--- src/soc_bus_config.svh ---
// System bus configuration: widths, region codes, memory depth and timer prescale
`ifndef SOC_BUS_CONFIG_SVH
`define SOC_BUS_CONFIG_SVH

// ==============================
// Bus widths
// ==============================
`define SOC_DATA_W 32
`define SOC_ADDR_W 32

// Top nibble of the address selects the slave
`define SOC_REGION_MSB 31
`define SOC_REGION_LSB 28

// ==============================
// Address map
// ==============================
`define SOC_REGION_RAM   4'h1
`define SOC_REGION_LED   4'h4
`define SOC_REGION_TIMER 4'hA

// ==============================
// Slave sizing
// ==============================
// On-chip RAM depth in 32-bit words
`define SOC_RAM_WORDS 1024

// LED bank width
`define SOC_LED_W 10

// Clock cycles per timer tick
`define SOC_TIMER_PRESCALE 4

`endif
--- src/soc_bus_pkg.sv ---
// System bus types shared by the arbiter, the decoder and the slaves
`include "soc_bus_config.svh"

package soc_bus_pkg;

	// ==============================
	// Bus payload
	// ==============================
	typedef logic [`SOC_DATA_W-1:0] bus_word_t;
	typedef logic [`SOC_ADDR_W-1:0] bus_addr_t;

	// Slave region, top address nibble
	typedef logic [`SOC_REGION_MSB-`SOC_REGION_LSB:0] region_t;

	// Register index inside a peripheral, address bits 3:2
	typedef logic [1:0] reg_index_t;

	// ==============================
	// Arbitration
	// ==============================
	typedef enum logic [1:0] {
		MASTER_NONE = 2'd0,
		MASTER_A    = 2'd1,
		MASTER_B    = 2'd2,
		MASTER_C    = 2'd3
	} master_sel_t;

	typedef enum logic {
		ARB_IDLE = 1'b0,
		ARB_BUSY = 1'b1
	} arb_state_t;

endpackage

--- src/led_register.sv ---
// LED output register, writable and readable over the bus
`timescale 1ns/1ps
`include "soc_bus_config.svh"

module led_register (
	input  logic                   clock,
	input  logic                   i_rst_n,
	input  logic                   i_request,
	input  logic                   i_rw,
	input  soc_bus_pkg::bus_word_t i_wdata,
	output soc_bus_pkg::bus_word_t o_rdata,
	output logic                   o_ready,
	output logic [`SOC_LED_W-1:0]  o_leds
);

	logic access;

	assign access = i_request && !o_ready;

	always_ff @(posedge clock) begin
		if (!i_rst_n) begin
			o_leds <= '0;
			o_ready <= 1'b0;
		end else begin
			o_ready <= access;
			// Low bits only
			if (access && i_rw) begin
				o_leds <= i_wdata[`SOC_LED_W-1:0];
			end
		end
	end

	assign o_rdata = {{(`SOC_DATA_W - `SOC_LED_W){1'b0}}, o_leds};

endmodule

--- config.mk ---
export PLATFORM = sky130hd
export DESIGN_NAME = led_register
export DESIGN_NICKNAME = d
export VERILOG_FILES = /design/src/soc_bus_pkg.sv /design/src/led_register.sv
export VERILOG_INCLUDE_DIRS = /design/src /design/src/src
export SDC_FILE = /design/constraint.sdc
export NUM_CORES = 1
export LEC_CHECK = 0
export BUFFER_PORTS_ARGS = -buffer_cell sky130_fd_sc_hd__buf_4
export CORE_MARGIN = 2
export CORE_UTILIZATION = 31
export CTS_BUF_LIST = sky130_fd_sc_hd__clkbuf_8
export DETAILED_ROUTE_END_ITERATION = 7
export PLACE_DENSITY_LB_ADDON = 0.1
export SLEW_MARGIN = 20
export SYNTH_ARGS = -nofsm -noshare
export SYNTH_HDL_FRONTEND = slang
export SYNTH_SLANG_ARGS = --single-unit
export TNS_END_PERCENT = 5
--- constraint.sdc ---
create_clock -name clock -period 0.88 [get_ports clock]
set_clock_uncertainty 0.05 [all_clocks]
set_input_delay 0.088 -clock clock [delete_from_list [all_inputs] [get_ports clock]]
set_output_delay 0.088 -clock clock [all_outputs]
set_load 0.02 [all_outputs]
Word-level counts from Yosys, hierarchy flattened --
Cells that the tools add are included.
Operators by class: order comparisons 0, multiplexer cells 0, shift-type cells 0, add/subtract/negate cells 0, bitwise operators 0, reductions and logical operators 3, eq/ne operators 0, multipliers 0, div/mod/pow operators 0
Operators by type and width (count):
- $logic_and 1x1->1 | 2
- $logic_not 1->1 | 1
Storage, ports and cells: logic and storage cells 5, bits in latches 0, bits of input ports 36, memories 0, memory bits (writable) 0, register bits 11, output and inout bits 43, bits in read-only memories 0

Logic depth before layout (Yosys ltp) --
depth after elaboration 3, depth in mapped cells 3, mapped depth without buffers 2

Worst setup path after synthesis --
Ideal clock, no wire load.
kind flip-flop to flip-flop, start reg o_ready, end reg o_leds[0], slack -171 ps, data arrival time 882 ps, cell stages (with the launch flop) 4, required time 710 ps, clock period less this slack 1051 ps, path through dfxtp_1 > and3b_1 > buf_6 > mux2i_1
Between the ends: cells in the longest elaborated chain, start to end 3
RTL lines:
- start: declaration | RTL line led_register.sv:12 | output logic o_ready,
- start signal: assignment | RTL line led_register.sv:25 | o_ready <= access;
- $logic_not 1->1 | RTL line led_register.sv:18 | assign access = i_request && !o_ready;
- $logic_and 1x1->1 | RTL line led_register.sv:18
- $logic_and 1x1->1 | RTL line led_register.sv:27 | if (access && i_rw) begin
- end signal: assignment | RTL line led_register.sv:28 | o_leds <= i_wdata[`SOC_LED_W-1:0];
- end: declaration | RTL line led_register.sv:13 | output logic [`SOC_LED_W-1:0] o_leds
No other way between the ends. A chain may end at the register's enable or synchronous reset.

Worst setup path after layout --
Ends and elaborated chain as after synthesis.

==> flow_summary_export.csv <==
group,metric,value,unit
run_status,status,"finished with violations",
run_status,violations,"setup timing",
timing,setup_viol,11,
yosys,synth_top_area_frac,0.350,
layout,drive_gt1_frac,0.491,
critical_path,critPathKind,"reg -> reg",
global_route,globalRouteOverflowTotal,0,
placement,dp_cells,130,
global_route,antenna_found_initial,0,
placement,portBuffers,34,
power,p_switching,409,µW
layout,multi_input_area,278,µm²
placement,place_area,811,µm²
global_route,grt_pass1_wl,1.85,mm
global_route,track_usage,0.0952,
floorplan,num_rows,17,
placement,place.gp.congestion,0.619,
critical_path,path_cells,"and3b_2 -> buf_6 -> mux2i_1",
yosys,synth_area_per_cell,8.70,µm²
detailed_routing,met3_length,112,µm
cts,tritoncts,"done",
timing,rsz0062_at_grt,"true",
global_route,grt_pass1_vias,445,
critical_path,path_buf_inv,1,
power,p_clk_frac,0.357,
critical_path,cp.depth,3,
cts,clockBufferDepth,2,
detailed_routing,remaining_drc_errors,0,
timing,setup_ws,-130,ps
power,leakagePower,0.462,nW
layout,diodes,0,
detailed_routing,top_layer_used,"met4",
yosys,netlist-cell-type-count,10,
cts,cts-root-buf,"clkbuf_8",
timing,hold_violations,0,
flow_run,max_cap_viol_count,0,
detailed_routing,drt_wl_total,1.16,mm
yosys,yosysWarnings,0,
layout,mostFrequentLayoutCell,"buf_4",
detailed_routing,drtPass1Iterations,4,
critical_path,crit_path_start_kind,"flop",
layout,final_cell_area,880,µm²
detailed_routing,drtIter0Drc,2,
detailed_routing,wl_met2,550,µm
floorplan,die_w,51.1,µm
worst_hold_path,holdPathStages,3,
cts,clk_pin_slew,50,ps
timing,slew_violations,0,
detailed_routing,vias_per_cell,3.60,
floorplan,start_util,0.320,
cts,cts_resized,9,
cts,numCtsBuffers,3,
critical_path,critPathMaxFanout,6,
detailed_routing,met1_length,473,µm
yosys,syn_area,687,µm²
cts,post-cts-setup-buffer-count,0,
cts,insertion_delay,240,ps
power,seqPwrFrac,0.398,
timing,fin_crit_sh,1.15,
critical_path,crit_slowest_cell,"dfxtp_2",
power,swShare,0.297,
floorplan,die_y,51.1,µm
worst_hold_path,worstHoldPathType,"in -> reg",
layout,final_util,0.409,
layout,finalNonFillerCells,134,
layout,nets,143,
layout,final_cell_mix,"buf_4, conb_1, nand2_1, mux2i_1, dfxtp_2",
yosys,ys_ff_latch,11,
cts,cts_max_level,1,
critical_path,path_delay_family,"flip-flops",
detailed_routing,antenna_left,0,
power,p_per_area,1570,nW/µm²
cts,ctsHoldBuffers,0,
detailed_routing,dr_total_vias,482,
yosys,syn_inst,79,
timing,max_freq,990,MHz
layout,seq_area,233,µm²
yosys,yosys.area.top_type,"buf_4",
power,comb_power_share,0.246,
critical_path,r2r_cells,3,
critical_path,max_stage_delay,310,ps
placement,pre_cts_slack,-139,ps
yosys,synth_area_leaders,"buf_4, dfxtp_1, mux2i_1",
floorplan,core_area,2150,µm²
critical_path,worstPathRequired,990,ps
power,vdd_drop_max,0.584,mV
critical_path,arrival,1120,ps
timing,min_period,1010,ps
cts,clock_sinks,11,
detailed_routing,wire_per_inst,8.64,µm
placement,dp_hpwl,885,µm
power,p_int,969,µW
floorplan,dieArea,2610,µm²
layout,fillers,218,
yosys,synth-seq-area-share,0.321,
layout,syn2layout_area_growth,28.1,%
floorplan,ios,79,
global_route,grt_max_degree,22,
critical_path,end_kind,"flop",
==> sequential cells by signal, indices dropped and copies added, names as in the netlist <==
| name | cells |
|---|---|
| o_ready | 1 |
| o_leds | 10 |
==> per-layer routing <==
metal / GRT usage / vias up
met4: 0.0946 / 0
met5: 0 / -
li1: - / 247
met2: 0.147 / 30
met1: 0.114 / 203
met3: 0.00585 / 2
==> Yosys cell counts <==
| cell | number |
|---|---|
| buf_6 | 1 |
| buf_4 | 32 |
| dlymetal6s2s_1 | 1 |
| conb_1 | 1 |
| and3b_1 | 1 |
| mux2i_1 | 10 |
| nand2_1 | 20 |
| buf_2 | 1 |
| dfxtp_1 | 11 |
| and3b_2 | 1 |
==> power groups by stage <==
stage / Clock, mW / Sequential [mW] / Combinational, mW
final: 0.491 / 0.548 / 0.339
after global routing: 0.535 / 0.551 / 0.365
after CTS: 0.508 / 0.546 / 0.341
after detailed placement: 0 / 0.554 / 0.333
after global placement: 0 / 0.552 / 0.333
after floorplan: 0 / 0.582 / 0.282
==> worst reg2reg max path: cells and delay by family (launching register included) <==
family        cells  cell delay [ps]
buf+inv           1              140
flops             1              310
mux               1              180
simple gates      1              250
==> worst paths after layout <==
kind                   start  slack, ps        end
setup reg to reg     o_ready       -130  o_leds[0]
setup / recovery     o_ready       -130  o_leds[0]
hold reg to reg    o_leds[4]        410  o_leds[4]
hold / removal    i_wdata[5]         50  o_leds[5]
==> metrics by stage <==
| stage | setup TNS [ps] | total power [mW] | hold slack, ps |
|---|---|---|---|
| after global placement | -1080 | 0.885 | 300 |
| after global routing | -1880 | 1.45 | 57.5 |
| after CTS | -1260 | 1.39 | 47.3 |
| after detailed placement | -1080 | 0.886 | 304 |
| after floorplan | -1170 | 0.864 | 180 |
| final | -1180 | 1.38 | 47.9 |
==> layout make-up <==
| class | count | share of cell area |
|---|---|---|
| well taps | 28 | 0.0398 |
| repair buffers | 37 | 0.329 |
| clock buffers | 3 | 0.0469 |
| clock inverters | 1 | 0.00427 |
| multi-input cells | 54 | 0.316 |
| flip-flops and latches | 11 | 0.265 |
==> kinds of logic after synthesis <==
group / count (synthesis) / share of synthesized area
and+or+nand+nor: 22 / 0.137
DFF: 11 / 0.321
buffers and inverters: 35 / 0.392
muxes: 10 / 0.146
other: 1 / 0.00546
Power figures use the tool's default switching activity.
