$ cat src/soc_bus_config.svh
// System bus configuration: widths, region codes, memory depth and timer prescale
`ifndef SOC_BUS_CONFIG_SVH
`define SOC_BUS_CONFIG_SVH

// ==============================
// Bus widths
// ==============================
`define SOC_DATA_W 32
`define SOC_ADDR_W 32

// Top nibble of the address selects the slave
`define SOC_REGION_MSB 31
`define SOC_REGION_LSB 28

// ==============================
// Address map
// ==============================
`define SOC_REGION_RAM   4'h1
`define SOC_REGION_LED   4'h4
`define SOC_REGION_TIMER 4'hA

// ==============================
// Slave sizing
// ==============================
// On-chip RAM depth in 32-bit words
`define SOC_RAM_WORDS 1024

// LED bank width
`define SOC_LED_W 10

// Clock cycles per timer tick
`define SOC_TIMER_PRESCALE 4

`endif
$ cat src/soc_bus_pkg.sv
// System bus types shared by the arbiter, the decoder and the slaves
`include "soc_bus_config.svh"

package soc_bus_pkg;

	// ==============================
	// Bus payload
	// ==============================
	typedef logic [`SOC_DATA_W-1:0] bus_word_t;
	typedef logic [`SOC_ADDR_W-1:0] bus_addr_t;

	// Slave region, top address nibble
	typedef logic [`SOC_REGION_MSB-`SOC_REGION_LSB:0] region_t;

	// Register index inside a peripheral, address bits 3:2
	typedef logic [1:0] reg_index_t;

	// ==============================
	// Arbitration
	// ==============================
	typedef enum logic [1:0] {
		MASTER_NONE = 2'd0,
		MASTER_A    = 2'd1,
		MASTER_B    = 2'd2,
		MASTER_C    = 2'd3
	} master_sel_t;

	typedef enum logic {
		ARB_IDLE = 1'b0,
		ARB_BUSY = 1'b1
	} arb_state_t;

endpackage

$ cat src/interval_timer.sv
// Interval timer: prescaled tick count against a compare value, level interrupt
`timescale 1ns/1ps
`include "soc_bus_config.svh"

module interval_timer (
	input  logic                   clock,
	input  logic                   i_rst_n,
	input  logic                   i_request,
	input  logic                   i_rw,
	input  soc_bus_pkg::bus_addr_t i_address,
	input  soc_bus_pkg::bus_word_t i_wdata,
	output soc_bus_pkg::bus_word_t o_rdata,
	output logic                   o_ready,
	output logic                   o_irq
);

	localparam int PRESCALE = `SOC_TIMER_PRESCALE;
	localparam int PRE_W = (PRESCALE > 1) ? $clog2(PRESCALE) : 1;

	soc_bus_pkg::reg_index_t index;
	soc_bus_pkg::bus_word_t  count_q;
	soc_bus_pkg::bus_word_t  count_next;
	soc_bus_pkg::bus_word_t  compare_q;
	logic [PRE_W-1:0] prescale_q;
	logic armed_q;
	logic access;
	logic compare_write;

	assign index = i_address[3:2];
	assign access = i_request && !o_ready;
	assign compare_write = access && i_rw && (index == 2'd1);
	assign count_next = count_q + 1'b1;

	// ==============================
	// Counter and interrupt
	// ==============================
	always_ff @(posedge clock) begin
		if (!i_rst_n) begin
			o_ready <= 1'b0;
			o_irq <= 1'b0;
			armed_q <= 1'b0;
			count_q <= '0;
			compare_q <= '0;
			prescale_q <= '0;
		end else begin
			o_ready <= access;
			if (compare_write) begin
				// Restart from zero
				compare_q <= i_wdata;
				count_q <= '0;
				prescale_q <= '0;
				o_irq <= 1'b0;
				armed_q <= 1'b1;
			end else if (armed_q && !o_irq) begin
				if (count_q == compare_q) begin
					// Compare of zero fires at once
					o_irq <= 1'b1;
				end else if (prescale_q == PRE_W'(PRESCALE - 1)) begin
					prescale_q <= '0;
					count_q <= count_next;
					if (count_next == compare_q) begin
						o_irq <= 1'b1;
					end
				end else begin
					prescale_q <= prescale_q + 1'b1;
				end
			end
		end
	end

	// Register reads, count at index 0 and compare at index 1
	always_comb begin
		case (index)
			2'd0: o_rdata = count_q;
			2'd1: o_rdata = compare_q;
			default: o_rdata = '0;
		endcase
	end

	// Interrupt only follows an armed count
	assert property (@(posedge clock) disable iff (!i_rst_n)
		$rose(o_irq) |-> $past(armed_q));

endmodule

$ cat config.mk
export PLATFORM = sky130hd
export DESIGN_NAME = interval_timer
export DESIGN_NICKNAME = d
export VERILOG_FILES = /design/src/soc_bus_pkg.sv /design/src/interval_timer.sv
export VERILOG_INCLUDE_DIRS = /design/src /design/src/src
export SDC_FILE = /design/constraint.sdc
export NUM_CORES = 1
export LEC_CHECK = 0
export BUFFER_PORTS_ARGS = -buffer_cell sky130_fd_sc_hd__buf_2
export CAP_MARGIN = 20
export CORE_MARGIN = 2
export CORE_UTILIZATION = 50
export CTS_CLUSTER_SIZE = 20
export DETAILED_ROUTE_END_ITERATION = 12
export GPL_TIMING_DRIVEN = 0
export PLACE_DENSITY = 0.88
export SYNTH_ARGS = -nofsm -noshare
export SYNTH_HDL_FRONTEND = slang
export SYNTH_SLANG_ARGS = --single-unit
$ cat constraint.sdc
create_clock -name clock -period 2.35 [get_ports clock]
set_input_delay 0.235 -clock clock [delete_from_list [all_inputs] [get_ports clock]]
set_output_delay 0.235 -clock clock [all_outputs]
set_load 0.05 [all_outputs]
# Word-level counts from Yosys, hierarchy flattened
# Cells that the tools add are included.
[totals]
regBits = 69
elab_cells = 32
out_inout_bits = 34
[classes]
addsub = 2
n_bitwise = 2
mux = 5
n_reduce_logical = 13
n_eq_ne = 4
[ops]
columns = ["operator", "count"]
rows = [
  ["$eq A32 B32 Y1", 2],
  ["$pmux W32 S2", 1],
  ["$add A32 B1 Y32 const B", 1],
  ["$reduce_and A3 Y1", 2],
  ["$logic_and A1 B1 Y1", 4],
  ["$reduce_bool A2 Y1", 2],
  ["$mux W1", 3],
  ["$add A2 B1 Y2 const B", 1],
  ["$eq A2 B1 Y1 const B", 1],
  ["$eq A2 B2 Y1 const B", 1],
  ["$logic_not A1 Y1", 2],
  ["$logic_not A2 Y1", 1],
  ["$mux W2", 1],
  ["$not A1 Y1", 2],
  ["$reduce_and A2 Y1", 1],
  ["$reduce_or A2 Y1", 1],
]

# Longest topological paths before layout
[logic_depth]
depth_word = 5
ltp_mapped = 10
ltp_nobuf = 8

# Worst setup path after synthesis
# Ideal clock, no wire load.
[synth_path]
kind = "register to register"
startpoint = "register o_ready"
endpoint = "register o_irq"
path_buffers = 0
arrival_ns = 2.177
path_stages_with_launch = 8
path_slack_ns = 0.086
cell_sequence = "dfxtp_1 > nor2b_1 > nand4b_1 > nand2_1 > or4_1 > a211oi_1 > nand4_1 > o31ai_1"
[synth_via]
elab_chain_len = 5
[synth_lines]
columns = ["element", "line", "rtl"]
rows = [
  ["start, declared", "interval_timer.sv:13", "output logic o_ready,"],
  ["start signal, assigned", "interval_timer.sv:46", "o_ready <= access;"],
  ["$logic_not A1 Y1", "interval_timer.sv:30", "assign access = i_request && !o_ready;"],
  ["$logic_and A1 B1 Y1", "interval_timer.sv:30", ""],
  ["$logic_and A1 B1 Y1 (2 in a row)", "interval_timer.sv:31", "assign compare_write = access && i_rw && (index == 2'd1);"],
  ["$reduce_or A2 Y1 (no source line)", "-", ""],
  ["end signal, assigned", "interval_timer.sv:40", "o_irq <= 1'b0;"],
  ["end signal, assigned", "interval_timer.sv:52", "o_irq <= 1'b0;"],
  ["end signal, assigned", "interval_timer.sv:57", "o_irq <= 1'b1;"],
  ["end, declared", "interval_timer.sv:14", "output logic o_irq"],
]
# Every way passes these cells.
# A chain may end at the register's enable or synchronous reset.

# Worst setup path after layout
[layout_path]
startpoint = "register count_q[20]"
endpoint = "register count_q[9]"
[layout_via]
elab_chain_len = 3
[layout_lines]
columns = ["element", "line", "rtl"]
rows = [
  ["start, declared", "interval_timer.sv:21", "soc_bus_pkg::bus_word_t count_q;"],
  ["start signal, assigned", "interval_timer.sv:60", "count_q <= count_next;"],
  ["$eq A32 B32 Y1", "interval_timer.sv:55", "if (count_q == compare_q) begin"],
  ["$not A1 Y1 (no source line)", "-", ""],
  ["$reduce_and A3 Y1 (no source line)", "-", ""],
]
# Every way passes these cells.

==> metrics.yaml <==
outcome:
  status: "complete, but fails checks"
  violations: "setup timing"
critical_path:
  crit_chain: "buf_2 > xor2_1 > or4_1 > nor4_4 > a2111oi_4 > buf_4 > buf_4 > nand3_1 > xor2_1 > nor2_1"
  cp_max_fo: 8
  start_kind: "flip-flop"
  cp-end-kind: "flip-flop"
  critPathSlowestCell: "or4_1"
  ff2ff_path_depth: 10
  crit_arrival_ns: 2.71
  r2r_slack_ns: -0.12
  cp.required_ns: 2.58
  cp.depth: 10
  critPathMaxStageDelay_ns: 0.59
  worstSetupPathType: "reg2reg"
  crit_family: "simple AND/OR/NAND/NOR gates"
  path_buf_inv: 3
synth:
  synth.most_common_cell: "nand2_1"
  syn-instance-count: 570
  synth_async_sr_flop_share_pct: 0
  ys_top_cells_by_area: "dfxtp_1 (31%), xor2_1 (11%), mux2i_1 (7.8%)"
  synth.net_count: 640
  postSynthAreaPerCell_um2: 7.92
  syn_area_um2: 4520
  synth_top_area_share_pct: 30.6
  synth_cell_types: 50
  synth_edf_count: 0
  ys_ff_latch: 69
  synth_warnings: 0
  ys_top_cells_by_count: "nand2_1 (87), nor2_1 (80), dfxtp_1 (69), xor2_1 (58), mux2i_1 (35)"
  synth_ff_type: "dfxtp_1"
  synth_top_area_cell: "dfxtp_1"
  yosysSeqAreaShare_pct: 30.6
cells_and_area:
  final_core_util_pct: 61.2
  drive_gt1_share_pct: 21.1
  fillers: 743
  syn_to_final_growth_pct: 18.1
  final_net_count: 724
  final_cells: 767
  num_antenna_cells: 0
timing:
  max_freq_mhz: 404
  maxSlewViolCount: 0
  period_needed_ns: 2.47
  hold_viol_final: 0
  skew_ns: 0.00486
  grt_setup_unrepaired: "true"
  setup_viol: 28
  setup_slack_ns: -0.125
  tightestPinTransition_ns: 0.973
  tns_ns: -2.40
  relSlewSlack_pct: 35.2
  fin_crit_sh_pct: 105
  hold_ws_ns: 0.115
floorplan:
  fp.dieW_um: 99.0
  core_um2: 8720
  num_rows: 34
  pin_count: 102
  fp.dieH_um: 99.0
  start_util_pct: 51.8
  die_area_um2: 9810
hold_path:
  hp-class: "in2reg"
  min_path_cells: 3
placed_design:
  dpl.hpwl_um: 9660
  routabilityCongestion: 0.938
  portBuffers: 69
  dp.cells: 747
cts:
  cts-root-buf: "clkbuf_8"
  clk_pin_slew_ns: 0.07
  clock_latency_ns: 0.36
  cts_htree_levels: 3
  cts_buffers: 9
  clockBufferDepth: 2
  cts_tree: "done"
  cts.sinks: 69
route:
  via_count: 4394
  drt_iter0_drc: 397
  drc: 0
  via_per_inst: 5.73
  wl_per_cell_um: 17.4
  wirelength_um: 13300
  ant_nets: 0
  drt_pass1_iterations: 5
global_route:
  antenna_found_initial: 0
  overflow: 0
  grt_max_degree: 12
  grt_pass1_wl_um: 21600
  grt.total_usage_pct: 27.9
  grt_pass1_vias: 4299
power_and_ir_drop:
  p_total_mw: 2.31
  cellLeakagePower_nw: 2.31
  pwr_density_cell_nw_per_um2: 432
  ir_drop_mv: 0.336
flow_run:
  max_cap_viol_count: 0
## layer usage
metal  wire [µm]  track usage (%)  up-vias  part of all wire, %
met3        1060             6.38       39                  8.0
met4         432             12.1        0                  3.2
met5           0                0        -                    0
met1        5550             34.9     2058                   42
li1            -                -     2103                    -
met2        6280             46.0      194                   47
## worst paths after layout
check	to	startpoint
worst max register to register	count_q[9]	count_q[20]
worst min register to register	compare_q[26]	compare_q[26]
worst max-delay path	count_q[9]	count_q[20]
worst min-delay path	compare_q[10]	i_wdata[10]
## cell families after synthesis
logic type / synth area share [%]
flip-flops: 30.6
AND/OR/NAND/NOR: 28.9
buffers and inverters: 5.38
adder cells (fa/ha/maj): 0.554
AO/OA/AOI/OAI: 10.5
multiplexers: 7.76
XOR/XNOR: 16.3
## tightest hold or removal path: stages
cell and delay [ns]:
buf_2 0.09, nand2_1 0.04, a21boi_0 0.06
## where the power goes
part / internal (mW) / switching, mW
Sequential: 1.18 / 0.0146
Clock: 0.409 / 0.468
Combinational: 0.0906 / 0.142
Total: 1.68 / 0.624
## metrics by stage
stage	area (µm²)	setup slack, ns
detailed placement	5000	-0.418
global route	5330	-0.224
floorplan	4520	0.0856
CTS	5310	-0.0493
global placement	5000	-0.406
finish	5330	-0.125
## area by class of cell
type / instances / area [µm²] / share of cell area [%]
clock inverters: 4 / 23.8 / 0.446
inverters: 7 / 26.3 / 0.493
well taps: 108 / 135 / 2.53
plain buffers: 42 / 219 / 4.11
flip-flops and latches: 69 / 1390 / 26.0
multi-input cells: 448 / 2990 / 56.0
clock buffers: 12 / 145 / 2.72
repair buffers: 77 / 409 / 7.67
## registers in the layout, indices dropped and copies added (netlist names)
register and flops:
o_irq 1, compare_q 32, prescale_q 2, o_ready 1, count_q 32, armed_q 1
## placed cells by master (no fill, tap or decap), drive strengths merged, types with 3 or more instances in the layout
cell type	Yosys	final
dfxtp	69	69
or4	6	6
a21boi	35	35
nand4	26	26
or3	10	10
xnor2	26	26
nand4b	3	3
and4	5	5
xor2	58	58
nor3	6	6
clkinv	0	4
inv	7	7
nand2	87	87
nor3b	3	3
buf	19	94
nor2	80	80
o21ai	9	9
clkbuf	27	37
nand3	16	16
and3	6	6
mux2i	35	35
nor4	9	9
## what timing repair did
action                     in CTS  in global routing
buffers inserted                6                  1
pin swaps                       6                  0
gates resized for setup        22                  7
cloned                          1                  0
hold buffers                    0                  0
setup endpoints to repair      33                 33
No activity file was read; power rests on OpenSTA's default activity.
