`src/soc_bus_config.svh`:
```
// System bus configuration: widths, region codes, memory depth and timer prescale
`ifndef SOC_BUS_CONFIG_SVH
`define SOC_BUS_CONFIG_SVH

// ==============================
// Bus widths
// ==============================
`define SOC_DATA_W 32
`define SOC_ADDR_W 32

// Top nibble of the address selects the slave
`define SOC_REGION_MSB 31
`define SOC_REGION_LSB 28

// ==============================
// Address map
// ==============================
`define SOC_REGION_RAM   4'h1
`define SOC_REGION_LED   4'h4
`define SOC_REGION_TIMER 4'hA

// ==============================
// Slave sizing
// ==============================
// On-chip RAM depth in 32-bit words
`define SOC_RAM_WORDS 1024

// LED bank width
`define SOC_LED_W 10

// Clock cycles per timer tick
`define SOC_TIMER_PRESCALE 4

`endif
```
`src/soc_bus_pkg.sv`:
```
// System bus types shared by the arbiter, the decoder and the slaves
`include "soc_bus_config.svh"

package soc_bus_pkg;

	// ==============================
	// Bus payload
	// ==============================
	typedef logic [`SOC_DATA_W-1:0] bus_word_t;
	typedef logic [`SOC_ADDR_W-1:0] bus_addr_t;

	// Slave region, top address nibble
	typedef logic [`SOC_REGION_MSB-`SOC_REGION_LSB:0] region_t;

	// Register index inside a peripheral, address bits 3:2
	typedef logic [1:0] reg_index_t;

	// ==============================
	// Arbitration
	// ==============================
	typedef enum logic [1:0] {
		MASTER_NONE = 2'd0,
		MASTER_A    = 2'd1,
		MASTER_B    = 2'd2,
		MASTER_C    = 2'd3
	} master_sel_t;

	typedef enum logic {
		ARB_IDLE = 1'b0,
		ARB_BUSY = 1'b1
	} arb_state_t;

endpackage

```
`src/bus_arbiter.sv`:
```
// Three-port fixed-priority bus arbiter, grant held until the slave replies
`timescale 1ns/1ps
`include "soc_bus_config.svh"

module bus_arbiter (
	input  logic                   clock,
	input  logic                   i_rst_n,
	// Port A, instruction reads
	input  logic                   i_pa_request,
	input  soc_bus_pkg::bus_addr_t i_pa_address,
	output logic                   o_pa_ready,
	output soc_bus_pkg::bus_word_t o_pa_rdata,
	// Port B, data
	input  logic                   i_pb_request,
	input  logic                   i_pb_rw,
	input  soc_bus_pkg::bus_addr_t i_pb_address,
	input  soc_bus_pkg::bus_word_t i_pb_wdata,
	output logic                   o_pb_ready,
	output soc_bus_pkg::bus_word_t o_pb_rdata,
	// Port C, DMA
	input  logic                   i_pc_request,
	input  logic                   i_pc_rw,
	input  soc_bus_pkg::bus_addr_t i_pc_address,
	input  soc_bus_pkg::bus_word_t i_pc_wdata,
	output logic                   o_pc_ready,
	output soc_bus_pkg::bus_word_t o_pc_rdata,
	// Shared bus
	output logic                   o_bus_request,
	output logic                   o_bus_rw,
	output soc_bus_pkg::bus_addr_t o_bus_address,
	output soc_bus_pkg::bus_word_t o_bus_wdata,
	input  logic                   i_bus_ready,
	input  soc_bus_pkg::bus_word_t i_bus_rdata
);

	soc_bus_pkg::arb_state_t  state_q;
	soc_bus_pkg::master_sel_t grant_q;

	// ==============================
	// Grant FSM
	// ==============================
	always_ff @(posedge clock) begin
		if (!i_rst_n) begin
			state_q <= soc_bus_pkg::ARB_IDLE;
			grant_q <= soc_bus_pkg::MASTER_NONE;
		end else begin
			case (state_q)
				soc_bus_pkg::ARB_IDLE: begin
					// Data port first, then DMA, then fetch
					if (i_pb_request) begin
						grant_q <= soc_bus_pkg::MASTER_B;
						state_q <= soc_bus_pkg::ARB_BUSY;
					end else if (i_pc_request) begin
						grant_q <= soc_bus_pkg::MASTER_C;
						state_q <= soc_bus_pkg::ARB_BUSY;
					end else if (i_pa_request) begin
						grant_q <= soc_bus_pkg::MASTER_A;
						state_q <= soc_bus_pkg::ARB_BUSY;
					end
				end
				soc_bus_pkg::ARB_BUSY: begin
					if (i_bus_ready) begin
						grant_q <= soc_bus_pkg::MASTER_NONE;
						state_q <= soc_bus_pkg::ARB_IDLE;
					end
				end
				default: state_q <= soc_bus_pkg::ARB_IDLE;
			endcase
		end
	end

	// Granted master drives the bus, port A never writes
	always_comb begin
		o_bus_request = 1'b0;
		o_bus_rw = 1'b0;
		o_bus_address = '0;
		o_bus_wdata = '0;
		case (grant_q)
			soc_bus_pkg::MASTER_A: begin
				o_bus_request = i_pa_request;
				o_bus_address = i_pa_address;
			end
			soc_bus_pkg::MASTER_B: begin
				o_bus_request = i_pb_request;
				o_bus_rw = i_pb_rw;
				o_bus_address = i_pb_address;
				o_bus_wdata = i_pb_wdata;
			end
			soc_bus_pkg::MASTER_C: begin
				o_bus_request = i_pc_request;
				o_bus_rw = i_pc_rw;
				o_bus_address = i_pc_address;
				o_bus_wdata = i_pc_wdata;
			end
			default: o_bus_request = 1'b0;
		endcase
	end

	// Reply routing
	assign o_pa_ready = i_bus_ready && (grant_q == soc_bus_pkg::MASTER_A);
	assign o_pb_ready = i_bus_ready && (grant_q == soc_bus_pkg::MASTER_B);
	assign o_pc_ready = i_bus_ready && (grant_q == soc_bus_pkg::MASTER_C);
	assign o_pa_rdata = (grant_q == soc_bus_pkg::MASTER_A) ? i_bus_rdata : '0;
	assign o_pb_rdata = (grant_q == soc_bus_pkg::MASTER_B) ? i_bus_rdata : '0;
	assign o_pc_rdata = (grant_q == soc_bus_pkg::MASTER_C) ? i_bus_rdata : '0;

	// A slave reply lands only inside a grant and reaches exactly one port
	assert property (@(posedge clock) disable iff (!i_rst_n)
		i_bus_ready |-> (state_q == soc_bus_pkg::ARB_BUSY) &&
			$onehot({o_pa_ready, o_pb_ready, o_pc_ready}));

endmodule

```
`config.mk`:
```
export PLATFORM = sky130hd
export DESIGN_NAME = bus_arbiter
export DESIGN_NICKNAME = d
export VERILOG_FILES = /design/src/soc_bus_pkg.sv /design/src/bus_arbiter.sv
export VERILOG_INCLUDE_DIRS = /design/src /design/src/src
export SDC_FILE = /design/constraint.sdc
export NUM_CORES = 1
export LEC_CHECK = 0
export ABC_AREA = 0
export BUFFER_PORTS_ARGS = -buffer_cell sky130_fd_sc_hd__buf_2
export CELL_PAD_IN_SITES_DETAIL_PLACEMENT = 0
export CELL_PAD_IN_SITES_GLOBAL_PLACEMENT = 1
export CORE_AREA = 5 5 140 142
export DETAILED_ROUTE_END_ITERATION = 10
export DIE_AREA = 0 0 145 147
export HOLD_SLACK_MARGIN = 0.08
export PLACE_DENSITY = 0.66
export SYNTH_ARGS = -nofsm -noshare
export SYNTH_HDL_FRONTEND = slang
export SYNTH_SLANG_ARGS = --single-unit
```
`constraint.sdc`:
```
create_clock -name clock -period 2.6 [get_ports clock]
set_input_delay 0.26 -clock clock [delete_from_list [all_inputs] [get_ports clock]]
set_output_delay 0.26 -clock clock [all_outputs]
set_load 0.01 [all_outputs]
```
# --- Word level (Yosys, flattened, before mapping) ---
# Index checks and enable logic that the tools add are counted.
totals:
  reg_bits: 3
  output_inout_bits: 165
op_classes:
  eq_ne: 5
  n_mux: 17
  n_bitwise: 1
  n_reduce_logical: 4
op_table:
  columns: ["op", "count"]
  rows:
  - ["32-bit two-way mux", 3]
  - ["32-bit one-hot mux with 3 select lines", 1]
  - ["32-bit one-hot mux with 2 select lines", 1]
  - ["2-bit two-way mux", 4]
  - ["2-bit equality test (second input constant)", 2]
  - ["1-bit two-way mux", 4]
  - ["4-bit != test (second input constant)", 1]
  - ["1-bit one-hot mux with 2 select lines", 2]
  - ["2-bit one-hot mux with 2 select lines", 1]
  - ["1-bit logical AND", 3]
  - ["1-bit one-hot mux with 3 select lines", 1]
  - ["2-bit by 1-bit equality test with 1-bit output (second input constant)", 1]
  - ["2-bit != test (second input constant)", 1]
  - ["2-bit AND reduction", 1]
  - ["1-bit inverter", 1]

# --- Longest topological paths before layout ---
logic_depth:
  word_depth: 4
  ltp_mapped: 4
  ltp_nobuf: 2

# --- Least setup slack after synthesis ---
# No wires, ideal clock.
synth_path:
  kind: "flip-flop to output port"
  from: "reg grant_q[0]"
  to: "out o_bus_address[10]"
  arrival_time_ns: 1.137
  path_slack_ns: 1.203
  path_stages_with_launch: 5
  path_buffers: 2
  cell_sequence: "dfxtp_1 -> buf_6 -> buf_6 -> mux2_1 -> a22o_1"
synth_via:
  elab_chain_len: 2
  elab_cells_between_ends: 4
  classes_between: "3 x eq/ne; 1 x mux"
synth_rtl:
  columns: ["item", "line_no", "rtl"]
  rows:
  - ["start: declaration", "bus_arbiter.sv:37", "soc_bus_pkg::master_sel_t grant_q;"]
  - ["start signal: assignment", "bus_arbiter.sv:45", "grant_q <= soc_bus_pkg::MASTER_NONE;"]
  - ["start signal: assignment", "bus_arbiter.sv:51", "grant_q <= soc_bus_pkg::MASTER_B;"]
  - ["start signal: assignment", "bus_arbiter.sv:54", "grant_q <= soc_bus_pkg::MASTER_C;"]
  - ["2-bit equality test or 2-bit by 1-bit equality test with 1-bit output (tied branches)", "bus_arbiter.sv:78", "case (grant_q)"]
  - ["32-bit one-hot mux with 3 select lines *", "bus_arbiter.sv:78", null]
  - ["end: declaration", "bus_arbiter.sv:30", "output soc_bus_pkg::bus_addr_t o_bus_address,"]
# Mark *: on every way between the ends. The rest lies on a longest branch, timed or not.

# --- Worst setup path after layout ---
layout_path:
  from: "reg grant_q[0]"
  to: "out o_bus_request"
layout_via:
  elab_chain_len: 2
  elab_cells_between_ends: 4
  classes_between: "3 x eq/ne; 1 x mux"
layout_rtl:
  columns: ["item", "line_no", "rtl"]
  rows:
  - ["2-bit equality test or 2-bit by 1-bit equality test with 1-bit output (tied branches)", "bus_arbiter.sv:78", null]
  - ["1-bit one-hot mux with 3 select lines *", "bus_arbiter.sv:78", null]
  - ["end: declaration", "bus_arbiter.sv:28", "output logic o_bus_request,"]
# Marked as above.

==> flow_metrics.tcl <==
set metrics [dict create \
    outcome "completed" \
    grt_use_total 0.104 \
    worst_path_largest_cell_delay_ps 440 \
    crit_type "flip-flop to primary output" \
    whs_endpoint "state_q" \
    fmax_ghz 0.508 \
    wire_per_inst_um 14.1 \
    syn2layout_area_growth_pct 101 \
    setup_viol_count_final 0 \
    yosysUniqueCellTypes 23 \
    critical_path_buf_inv_count 2 \
    fin_nets 823 \
    cts_root_buf "clkbuf_16" \
    tns_ps 0 \
    ys_warn_count 0 \
    layout_commonest_cell "buf_2" \
    ys_top_cells_by_area "and2_1 (19%), mux2i_1 (16%), a22o_1 (14%)" \
    syn_avg_cell_area_um2 7.63 \
    cts_tree "built" \
    dieWidth_um 145 \
    clk_path_buf_depth 2 \
    holdBufCountCts 0 \
    cts_sinks 3 \
    crit_cells 4 \
    finalHoldViolations 0 \
    antenna_found_initial 0 \
    grt_first_pass_wirelength_um 18400 \
    drive_gt1_frac 0.646 \
    syn_inst 279 \
    cts_resized 0 \
    port_buffers 364 \
    cap_violations 0 \
    rr_startpoint "grant_q[1]" \
    yosys.area.top_type "and2_1" \
    globalplace.congestion 0.810 \
    drc 0 \
    rrSetupSlack_ps 1220 \
    initial_core_util 0.116 \
    grt_max_degree 86 \
    r2r-end "grant_q[1]" \
    grt_pass1_vias 3446 \
    leakage_nw 2.60 \
    dr.pass1.iters 4 \
    dieArea_um2 21300 \
    core_um2 18300 \
    clock-skew-final_ps 3.10 \
    ant_nets 0 \
    place_hpwl_um 10200 \
    viasPerCell 3.91 \
    clk_pin_slew_ps 30 \
    cp.required_ps 2340 \
    worst_path_max_delay_cell "dfxtp_4" \
    rsz0062_at_grt "no" \
    numPlacedInstances 852 \
    reg2regPathDepth 3 \
    clk_latency_ps 220 \
    post_dp_cell_area_um2 4190 \
    power.density_nw_per_um2 225 \
    design_area_um2 4270 \
    antenna_cells 0 \
    ir_drop_mv 0.164 \
    grt-ovfl-total 0 \
    drt_iter0_drc 99 \
    netlist_area_um2 2130 \
    final_cell_mix "buf_2 (364), and2_1 (66), mux2i_1 (34)" \
    crit_chain "buf_12 > mux2_2 > a22o_1 > buf_2" \
    ys_ff_latch 3 \
    die_height_um 147 \
    fill_cells 2045 \
    slew_viol_final 0 \
    synthesis.nets 479 \
    fin_cells 856 \
    hold_depth 2 \
    hold_class "primary input to flip-flop" \
    routed_wirelength_um 12100 \
    fin_crit_sh 0.757 \
    seq_area_frac_synth 0.0282 \
    critPathCaptureType "primary output" \
    ctsHtreeMaxLevel 1 \
    num_rows 50 \
    crit_path_start_kind "flip-flop" \
    num_vias 3348 \
    pin_count 365 \
    cp_top_family "buffers and inverters" \
    tightestPinTransition_ps 494 \
    cts_buffers 3 \
    period_minus_slack_ps 1970 \
    hold_start "i_bus_ready" \
    critPathMaxFanout 61 \
    yosysTopAreaCellShare 0.194 \
    post_cts_buffers 0 \
    slew_headroom 0.670 \
    cp.arrival_ps 1710 \
]
==> sequential cells by signal (all words and copies together) (netlist names) <==
register	cells
grant_q	2
state_q	1
==> metal layers <==
metal | track usage | part of all wire
met2 | 0.193 | 0.51
met4 | 0.0137 | 0.011
met5 | 0 | 0
met1 | 0.120 | 0.39
met3 | 0.0308 | 0.087
==> final cells by class <==
type,instances,area [um2],share of cell area
clock buffers,4,78.8,0.0185
repair buffers,371,1920,0.451
multi-input cells,243,1910,0.446
flip-flops and latches,3,65.1,0.0152
inverters,1,3.75,0.000879
well taps,234,293,0.0686
==> kinds of logic after synthesis <==
logic type             Yosys count  synth area share
AND/OR/NAND/NOR                139             0.405
multiplexers                    68             0.340
AO/OA/AOI/OAI                   36             0.149
buffers and inverters           33            0.0776
flip-flops                       3            0.0282
==> through the flow <==
| step | util | setup slack [ps] | power (mW) | hold slack [ps] |
|---|---|---|---|---|
| after floorplan | - | 1200 | 0.388 | 369 |
| after global placement | 0.229 | 839 | 0.732 | 534 |
| after detailed placement | 0.229 | 847 | 0.728 | 546 |
| after CTS | 0.233 | 603 | 0.980 | 306 |
| after global routing | 0.233 | 543 | 1.05 | 318 |
| final | 0.233 | 632 | 0.963 | 299 |
==> worst max path at each step <==
stage	start	endpoint	slack (ps)
floorplan	grant_q[0]	o_bus_address[10]	1200
global placement	grant_q[0]	o_bus_request	840
detailed placement	grant_q[0]	o_bus_request	850
CTS	grant_q[0]	o_bus_request	600
global route	grant_q[1]	o_bus_address[1]	540
finish	grant_q[0]	o_bus_request	630
==> report_power, final <==
part | switching (mW) | leakage (nW) | total [mW] | internal (mW)
combinational | 0.313 | 2.53 | 0.656 | 0.343
sequential | 0.0128 | 0.0259 | 0.0627 | 0.0499
clock | 0.0420 | 0.0382 | 0.244 | 0.202
==> synth_stat cells, drive strengths merged <==
cell type,number
and2,66
mux2,34
mux2i,34
nor2b,34
a22o,33
and3,33
clkbuf,20
buf,12
dfxtp,3
nor2,3
a221oi,1
and2b,1
inv,1
nand2,1
o2111a,1
o32ai,1
or3,1
(Power assumes the default switching activity.)
