[src/soc_bus_config.svh]
// System bus configuration: widths, region codes, memory depth and timer prescale
`ifndef SOC_BUS_CONFIG_SVH
`define SOC_BUS_CONFIG_SVH

// ==============================
// Bus widths
// ==============================
`define SOC_DATA_W 32
`define SOC_ADDR_W 32

// Top nibble of the address selects the slave
`define SOC_REGION_MSB 31
`define SOC_REGION_LSB 28

// ==============================
// Address map
// ==============================
`define SOC_REGION_RAM   4'h1
`define SOC_REGION_LED   4'h4
`define SOC_REGION_TIMER 4'hA

// ==============================
// Slave sizing
// ==============================
// On-chip RAM depth in 32-bit words
`define SOC_RAM_WORDS 1024

// LED bank width
`define SOC_LED_W 10

// Clock cycles per timer tick
`define SOC_TIMER_PRESCALE 4

`endif
[src/soc_bus_pkg.sv]
// System bus types shared by the arbiter, the decoder and the slaves
`include "soc_bus_config.svh"

package soc_bus_pkg;

	// ==============================
	// Bus payload
	// ==============================
	typedef logic [`SOC_DATA_W-1:0] bus_word_t;
	typedef logic [`SOC_ADDR_W-1:0] bus_addr_t;

	// Slave region, top address nibble
	typedef logic [`SOC_REGION_MSB-`SOC_REGION_LSB:0] region_t;

	// Register index inside a peripheral, address bits 3:2
	typedef logic [1:0] reg_index_t;

	// ==============================
	// Arbitration
	// ==============================
	typedef enum logic [1:0] {
		MASTER_NONE = 2'd0,
		MASTER_A    = 2'd1,
		MASTER_B    = 2'd2,
		MASTER_C    = 2'd3
	} master_sel_t;

	typedef enum logic {
		ARB_IDLE = 1'b0,
		ARB_BUSY = 1'b1
	} arb_state_t;

endpackage

[src/bus_decoder.sv]
// Address decoder: slave selects, reply mux and unmapped-access fault
`timescale 1ns/1ps
`include "soc_bus_config.svh"

module bus_decoder (
	input  logic                   clock,
	input  logic                   i_rst_n,
	input  logic                   i_bus_request,
	input  soc_bus_pkg::bus_addr_t i_bus_address,
	output logic                   o_bus_ready,
	output soc_bus_pkg::bus_word_t o_bus_rdata,
	output logic                   o_ram_select,
	output logic                   o_led_select,
	output logic                   o_timer_select,
	input  logic                   i_ram_ready,
	input  soc_bus_pkg::bus_word_t i_ram_rdata,
	input  logic                   i_led_ready,
	input  soc_bus_pkg::bus_word_t i_led_rdata,
	input  logic                   i_timer_ready,
	input  soc_bus_pkg::bus_word_t i_timer_rdata,
	output logic                   o_bus_fault
);

	soc_bus_pkg::region_t region;
	logic ram_hit;
	logic led_hit;
	logic timer_hit;
	logic unmapped;
	logic fault_q;

	assign region = i_bus_address[`SOC_REGION_MSB:`SOC_REGION_LSB];

	assign ram_hit = (region == `SOC_REGION_RAM);
	assign led_hit = (region == `SOC_REGION_LED);
	assign timer_hit = (region == `SOC_REGION_TIMER);
	assign unmapped = !(ram_hit || led_hit || timer_hit);

	// Selects qualified by the request
	assign o_ram_select = i_bus_request && ram_hit;
	assign o_led_select = i_bus_request && led_hit;
	assign o_timer_select = i_bus_request && timer_hit;

	// ==============================
	// Unmapped access
	// ==============================
	// Acts as a slave that answers zero after one cycle
	always_ff @(posedge clock) begin
		if (!i_rst_n) begin
			fault_q <= 1'b0;
		end else begin
			fault_q <= i_bus_request && unmapped && !fault_q;
		end
	end

	assign o_bus_fault = fault_q;

	// Reply mux
	always_comb begin
		o_bus_ready = fault_q;
		o_bus_rdata = '0;
		case (region)
			`SOC_REGION_RAM: begin
				o_bus_ready = i_ram_ready;
				o_bus_rdata = i_ram_rdata;
			end
			`SOC_REGION_LED: begin
				o_bus_ready = i_led_ready;
				o_bus_rdata = i_led_rdata;
			end
			`SOC_REGION_TIMER: begin
				o_bus_ready = i_timer_ready;
				o_bus_rdata = i_timer_rdata;
			end
			default: o_bus_rdata = '0;
		endcase
	end

	// Never two slaves on the bus
	assert property (@(posedge clock) disable iff (!i_rst_n)
		$onehot0({o_ram_select, o_led_select, o_timer_select}));

	// A slave only replies one cycle after its own select
	assert property (@(posedge clock) disable iff (!i_rst_n)
		(i_ram_ready || i_led_ready || i_timer_ready) |->
			$past(o_ram_select || o_led_select || o_timer_select));

endmodule

[config.mk]
export PLATFORM = sky130hd
export DESIGN_NAME = bus_decoder
export DESIGN_NICKNAME = d
export VERILOG_FILES = /design/src/soc_bus_pkg.sv /design/src/bus_decoder.sv
export VERILOG_INCLUDE_DIRS = /design/src /design/src/src
export SDC_FILE = /design/constraint.sdc
export NUM_CORES = 1
export LEC_CHECK = 0
export BUFFER_PORTS_ARGS = -buffer_cell sky130_fd_sc_hd__buf_2
export CAP_MARGIN = 15
export CORE_AREA = 3 3 64 66
export CTS_CLUSTER_DIAMETER = 50
export DETAILED_ROUTE_END_ITERATION = 12
export DIE_AREA = 0 0 67 69
export PLACE_DENSITY = 0.71
export SLEW_MARGIN = 20
export SYNTH_ARGS = -nofsm -noshare
export SYNTH_HDL_FRONTEND = slang
export SYNTH_SLANG_ARGS = --single-unit
export TNS_END_PERCENT = 1
[constraint.sdc]
create_clock -name clock -period 1.35 [get_ports clock]
set_clock_uncertainty 0.05 [all_clocks]
set_input_delay 0.0675 -clock clock [delete_from_list [all_inputs] [get_ports clock]]
set_output_delay 0.0675 -clock clock [all_outputs]
set_load 0.005 [all_outputs]
After elaboration in Yosys (flattened, before gate mapping). Cells that the tools add are included.

Logic and storage cells: 15. Flip-flop bits (word level): 1. Memories kept: 0. Output and inout bits: 37. Memory bits (read-only): 0. Latch bits: 0. Memory bits (writable): 0.

Equal/unequal tests: 3. Magnitude comparators: 0. Shifts and indexed selects: 0. Reductions and logical operators: 9. Divide/modulo/power cells: 0. Multipliers: 0. Multiplexer cells: 2. Add/sub/neg operators: 0. Bitwise logic cells: 0.

Operator list (count): $pmux W32 S3 (1); $logic_and A1 B1 Y1 (5); $eq A4 B1 Y1 const B (1); $eq A4 B3 Y1 const B (1); $eq A4 B4 Y1 const B (1); $pmux W1 S3 (1); $logic_not A1 Y1 (2); $logic_or A1 B1 Y1 (2).

Logic depth before layout (Yosys ltp). Gate-level depths: netlist (run 1).

Depth in word-level cells: 6. Gate-level depth with buffers: 5. Depth with buffers taken out: 3.

Worst setup path before layout (run 1). No wires, ideal clock.

Kind: input-to-output. Start point: input port i_bus_address[28]. End point: output port o_bus_rdata[10]. Data arrival time: 0.940 ns. Cell stages on the path: 4. Slack: 0.292 ns. Data required time: 1.233 ns. Cells stage by stage: nor4b_4 -> clkbuf_1 -> a222oi_1 -> inv_1.

Longest elaborated chain between the ends: 2.

Ends and longest elaborated chain: from (decl) (line bus_decoder.sv:9) `input soc_bus_pkg::bus_addr_t i_bus_address,`; $eq A4 B4 Y1 (tied with other cells) (line bus_decoder.sv:61) `case (region)`; $pmux W32 S3 (*) (line bus_decoder.sv:61); to (decl) (line bus_decoder.sv:11) `output soc_bus_pkg::bus_word_t o_bus_rdata,`.

Mark *: on every way between the ends. The rest lies on a longest branch, timed or not.

Worst setup path in the final report (run 1).
Start point: input port i_bus_address[29]. End point: output port o_bus_ready.

Longest elaborated chain between the ends: 2.

Ends and longest elaborated chain: $eq A4 B4 Y1 (tied with other cells) (line bus_decoder.sv:61); $pmux W1 S3 (*) (line bus_decoder.sv:61); to (decl) (line bus_decoder.sv:10) `output logic o_bus_ready,`.

Marked as above.

==> impl_metrics.toml, run 1 <==
[power_and_ir_drop]
combinationalPowerShare = 0.907
clkPwrFrac = 0
power_uw = 355
switchingPower_uw = 130
seqPwrFrac = 0.093
p_int_uw = 225
netSwitchingFraction = 0.366
vdd_ir_drop_max_uv = 160
p_leak_nw = 1.06
cellPowerDensity_nw_per_um2 = 247

[sta]
finalHoldViolations = 0
rsz0062_at_grt = "yes"
worst_slack_ns = 0.0807
slew_headroom = 0.776
setup_viol = 0
whs_ns = 0.272
slew_viol_final = 0
max_freq_mhz = 788
worst_pin_slew_ns = 0.335
fin_crit_ns = 1.27
period_share = 0.940

[global_route]
grt_pass1_wl_mm = 5.04
grt_pass1_vias = 1120
grt.total_usage = 0.129
grt_antenna_before_repair = 0
gr-total-overflow = 0
grt_max_degree = 19

[yosys]
netlist_area_sq_um = 666
synth_top_family_by_area = "compound AO/OA/AOI/OAI gates"
synthSimpleGateAreaFrac = 0.177
synth.area.mux_share = 0
netlist_instances = 89
synth_xor_area_frac = 0
ys_seq_area_frac = 0.0301
synth_warnings = 0
ys_types = 17
syn_area_per_cell_sq_um = 7.48
ys_ff_latch = 1
synthesis.nets = 223
synth_compound_area_frac = 0.502
yosys.area_share.adder = 0

[worst_setup_path]
worst_setup_path_start_kind = "input port"
crit_slowest_cell = "or4b_1"
worstSetupEndpointType = "output port"
path_cells = "clkbuf_4 -> nor4bb_4 -> or4b_1 -> o211ai_1 -> buf_2"
reg2reg_from = "o_bus_fault"
crit_path_max_fanout = 5
required_ns = 1.23
r2r_slack_ns = 0.62
worstSetupPathType = "input port to output port"
critPathBufInv = 2
ff2ff_path_depth = 2
crit_arrival_ns = 1.15
critical_path.max_stage_delay_ns = 0.53
cp_top_family = "simple AND/OR/NAND/NOR gates"
rr_endpoint = "o_bus_fault"

[detailed_routing]
avgRoutedWirePerCell_um = 13.0
drtIter0Drc = 130
vias = 1336
drt_wl_total_mm = 3.58
antenna_left = 0
dr.pass1.iters = 6
drc = 0
routed_via_density = 4.86

[floorplanning]
dieArea_sq_um = 4620
dieHeight_um = 69
rows = 22
io_pins = 171
floorplan.initialDensity = 0.183
chipWidth_um = 67
core_area_sq_um = 3630

[min_path]
worstHoldPathCells = 3
holdCritPathClass = "input port to flip-flop"
min-delay-start = "i_rst_n"
holdPathEnd = "o_bus_fault"

[clock_tree]
postCtsSetupBuffers = 0
worstSkewPairLatency_ns = 0
clk_pin_slew_ns = 0

[finish]
final_cell_mix = "140 x buf_2, 32 x a222oi_1, 32 x inv_1"
largest_reg_flops = 1
fin_cells = 275
area.growth.synth_to_final_pct = 116
nets = 363
post_route_cells_drive_above_1_share = 0.665
nFillCells = 392
final_common_cell = "buf_2"
diodes = 0

[run_status]
status = "finished, final reports clean"

[place]
hpwlAfterDp_mm = 3.01
io_buffer_count = 142
pre_cts_slack_ns = 0.0510
dp_cells = 275
place_congestion = 0.690

[flow_run]
maxCapViolCount = 0
[per-layer routing]
metal	GRT usage	wire (um)
met1	0.153	1260
met2	0.246	1760
met3	0.0261	568
met4	0	0
met5	0	0
[kinds of logic (layout without fill, tap and decap cells)]
family                 after synthesis  count (layout)
AO/OA/AOI/OAI                       34              34
buffers and inverters               42             180
flip-flops                           1               1
AND/OR/NAND/NOR                     12              12
[worst min-delay path: cells and delay by family]
family                 cells  cell delay, ns
buffers and inverters      1            0.09
and+or+nand+nor            2            0.11
[worst max path at each step]
stage                           end               from  depth (start not counted)  slack (ns)
finish                  o_bus_ready  i_bus_address[29]                          5        0.08
global route         o_bus_rdata[7]  i_bus_address[29]                          6      -0.005
detailed placement   o_bus_rdata[2]  i_bus_address[31]                          6        0.05
CTS                 o_bus_rdata[28]  i_bus_address[31]                          6        0.05
global placement     o_bus_rdata[2]  i_bus_address[31]                          6        0.04
floorplan           o_bus_rdata[10]  i_bus_address[28]                          4        0.29
[synthesized netlist by cell type]
| cell type | number | share of area |
|---|---|---|
| a222oi_1 | 32 | 0.48 |
| a31oi_1 | 1 | 0.0094 |
| and2_1 | 3 | 0.028 |
| and4b_1 | 1 | 0.015 |
| buf_2 | 5 | 0.038 |
| buf_6 | 4 | 0.068 |
| clkbuf_1 | 1 | 0.0056 |
| dfxtp_1 | 1 | 0.030 |
| inv_1 | 32 | 0.18 |
| nand2_1 | 1 | 0.0056 |
| nand3b_1 | 1 | 0.011 |
| nor2_1 | 1 | 0.0056 |
| nor4_1 | 1 | 0.0094 |
| nor4b_4 | 2 | 0.071 |
| nor4bb_1 | 1 | 0.015 |
| o211ai_1 | 1 | 0.011 |
| or4b_1 | 1 | 0.015 |
[what timing repair did]
action,CTS,global route
gates resized for setup,0,5
endpoints found under the setup margin,0,33
endpoints found under the hold margin,0,0
hold buffers,0,0
[area by class of cell]
cell class	instances	area, sq um	area share
Tap cell	48	60.1	0.0418
Timing Repair Buffer	148	768	0.535
Multi-Input combinational cell	46	467	0.325
Sequential cell	1	20.0	0.0139
Inverter	32	120	0.0837
[stage by stage]
stage          cell area, sq um   util  setup TNS, ns
6_report                   1440  0.395              0
5_1_grt                    1440  0.395       -0.00538
4_1_cts                    1420  0.392              0
3_5_place_dp               1420  0.392              0
3_3_place_gp               1420  0.392              0
2_1_floorplan               666      -              0
[power by group through the flow]
stage	Combinational (mW)	Sequential [mW]	Clock (mW)
after CTS	0.322	0.0331	0
after detailed placement	0.321	0.0332	0
after floorplan	0.0995	0.0333	0
final	0.321	0.0331	0
after global routing	0.358	0.0333	0
after global placement	0.316	0.0332	0
No activity file was read; power rests on OpenSTA's default activity.
==> run 2, diff against run 1 <==
Settings changed: PLACE_DENSITY 0.71 to 0.74.
==> run 2 against run 1 <==
Effect of this change:
- critical path depth rose by 1
- wire length fell by 3.0%
- sequential cell count did not move
- sequential power barely moved
- via count rose by 0.37%
==> impl_metrics.toml, run 2 (synthesis results as in run 1) <==
[finish]
area.growth.synth_to_final_pct = 122
nFillCells = 403
largest_reg_flops = 1
post_route_cells_drive_above_1_share = 0.667
final_common_cell = "buf_2"
diodes = 0
nets = 364
final_cell_mix = "140 x buf_2, 32 x a222oi_1, 32 x inv_1"

[power_and_ir_drop]
cellPowerDensity_nw_per_um2 = 245
p_leak_nw = 1.07
vdd_ir_drop_max_uv = 180

[floorplanning]
dieHeight_um = 69
chipWidth_um = 67
core_area_sq_um = 3630
floorplan.initialDensity = 0.183
io_pins = 171
rows = 22
dieArea_sq_um = 4620

[detailed_routing]
drtIter0Drc = 107
dr.pass1.iters = 8
routed_via_density = 4.86
avgRoutedWirePerCell_um = 12.6
antenna_left = 0
vias = 1341
drt_wl_total_mm = 3.47
drc = 0

[place]
hpwlAfterDp_mm = 2.95
io_buffer_count = 142
place_congestion = 0.672

[worst_setup_path]
crit_arrival_ns = 1.17
worstSetupPathType = "input port to output port"
required_ns = 1.23
r2r_slack_ns = 0.63
crit_path_max_fanout = 19
worst_setup_path_start_kind = "input port"
worstSetupEndpointType = "output port"

[sta]
worst_pin_slew_ns = 0.391
setup_viol = 0
slew_viol_final = 0
fin_crit_ns = 1.29
rsz0062_at_grt = "yes"
period_share = 0.957
finalHoldViolations = 0
slew_headroom = 0.738
fin_setup_tns_ns = 0
max_freq_mhz = 774
whs_ns = 0.274

[global_route]
grt_pass1_wl_mm = 5.01
grt_antenna_before_repair = 0
grt_max_degree = 20
grt_pass1_vias = 1234
gr-total-overflow = 0
grt.total_usage = 0.126

[flow_run]
maxCapViolCount = 0

[min_path]
holdCritPathClass = "input port to flip-flop"

[clock_tree]
clk_pin_slew_ns = 0
cts_hold_buf = 0
worstSkewPairLatency_ns = 0

[run_status]
status = "finished, final reports clean"
run 2: cell type report:
type                    instances  area, sq um  area share
inverters                      32          120      0.0814
well taps                      48         60.1      0.0407
repair buffers                149          808       0.548
flip-flops and latches          1         20.0      0.0136
multi-input cells              46          467       0.316
run 2: per-layer routing:
| metal | global-route usage | vias up | share of wire |
|---|---|---|---|
| li1 | - | 648 | - |
| met4 | 0 | 0 | 0 |
| met3 | 0.0179 | 0 | 0.15 |
| met2 | 0.270 | 93 | 0.52 |
| met1 | 0.126 | 600 | 0.33 |
| met5 | 0 | - | 0 |
run 2: worst paths after layout:
| kind | from | to | depth (start not counted) |
|---|---|---|---|
| setup reg to reg | o_bus_fault | o_bus_fault | 2 |
| hold / removal | i_rst_n | o_bus_fault | 3 |
| hold reg to reg | o_bus_fault | o_bus_fault | 2 |
| setup / recovery | i_bus_address[28] | o_bus_rdata[27] | 6 |
run 2: power breakdown:
part / internal (mW) / switching [mW] / leakage, nW
Combinational: 0.199 / 0.130 / 1.06
Sequential: 0.0321 / 0.00107 / 0.00827
Clock: 0 / 0 / 0
run 2: critical path: stages:
cell and delay, ns:
buf_2 0.15, nor4bb_4 0.42, buf_6 0.24, a222oi_1 0.12, inv_1 0.06, buf_2 0.12
run 2: metrics by stage:
stage,std cells,area [sq um],utilization,total power [mW],setup WS (ns)
global placement,276,1460,0.400,0.354,0.00570
global route,276,1480,0.406,0.397,-0.0307
detailed placement,276,1460,0.400,0.359,-0.0183
finish,276,1480,0.406,0.362,0.0578
floorplan,89,666,-,0.133,0.292
CTS,276,1460,0.402,0.362,0.0304
run 2: what timing repair did:
action / in CTS / in global routing
pin swaps: 0 / 4
endpoints found under the setup margin: 4 / 31
setup buffers: 0 / 0
resized for setup: 1 / 7
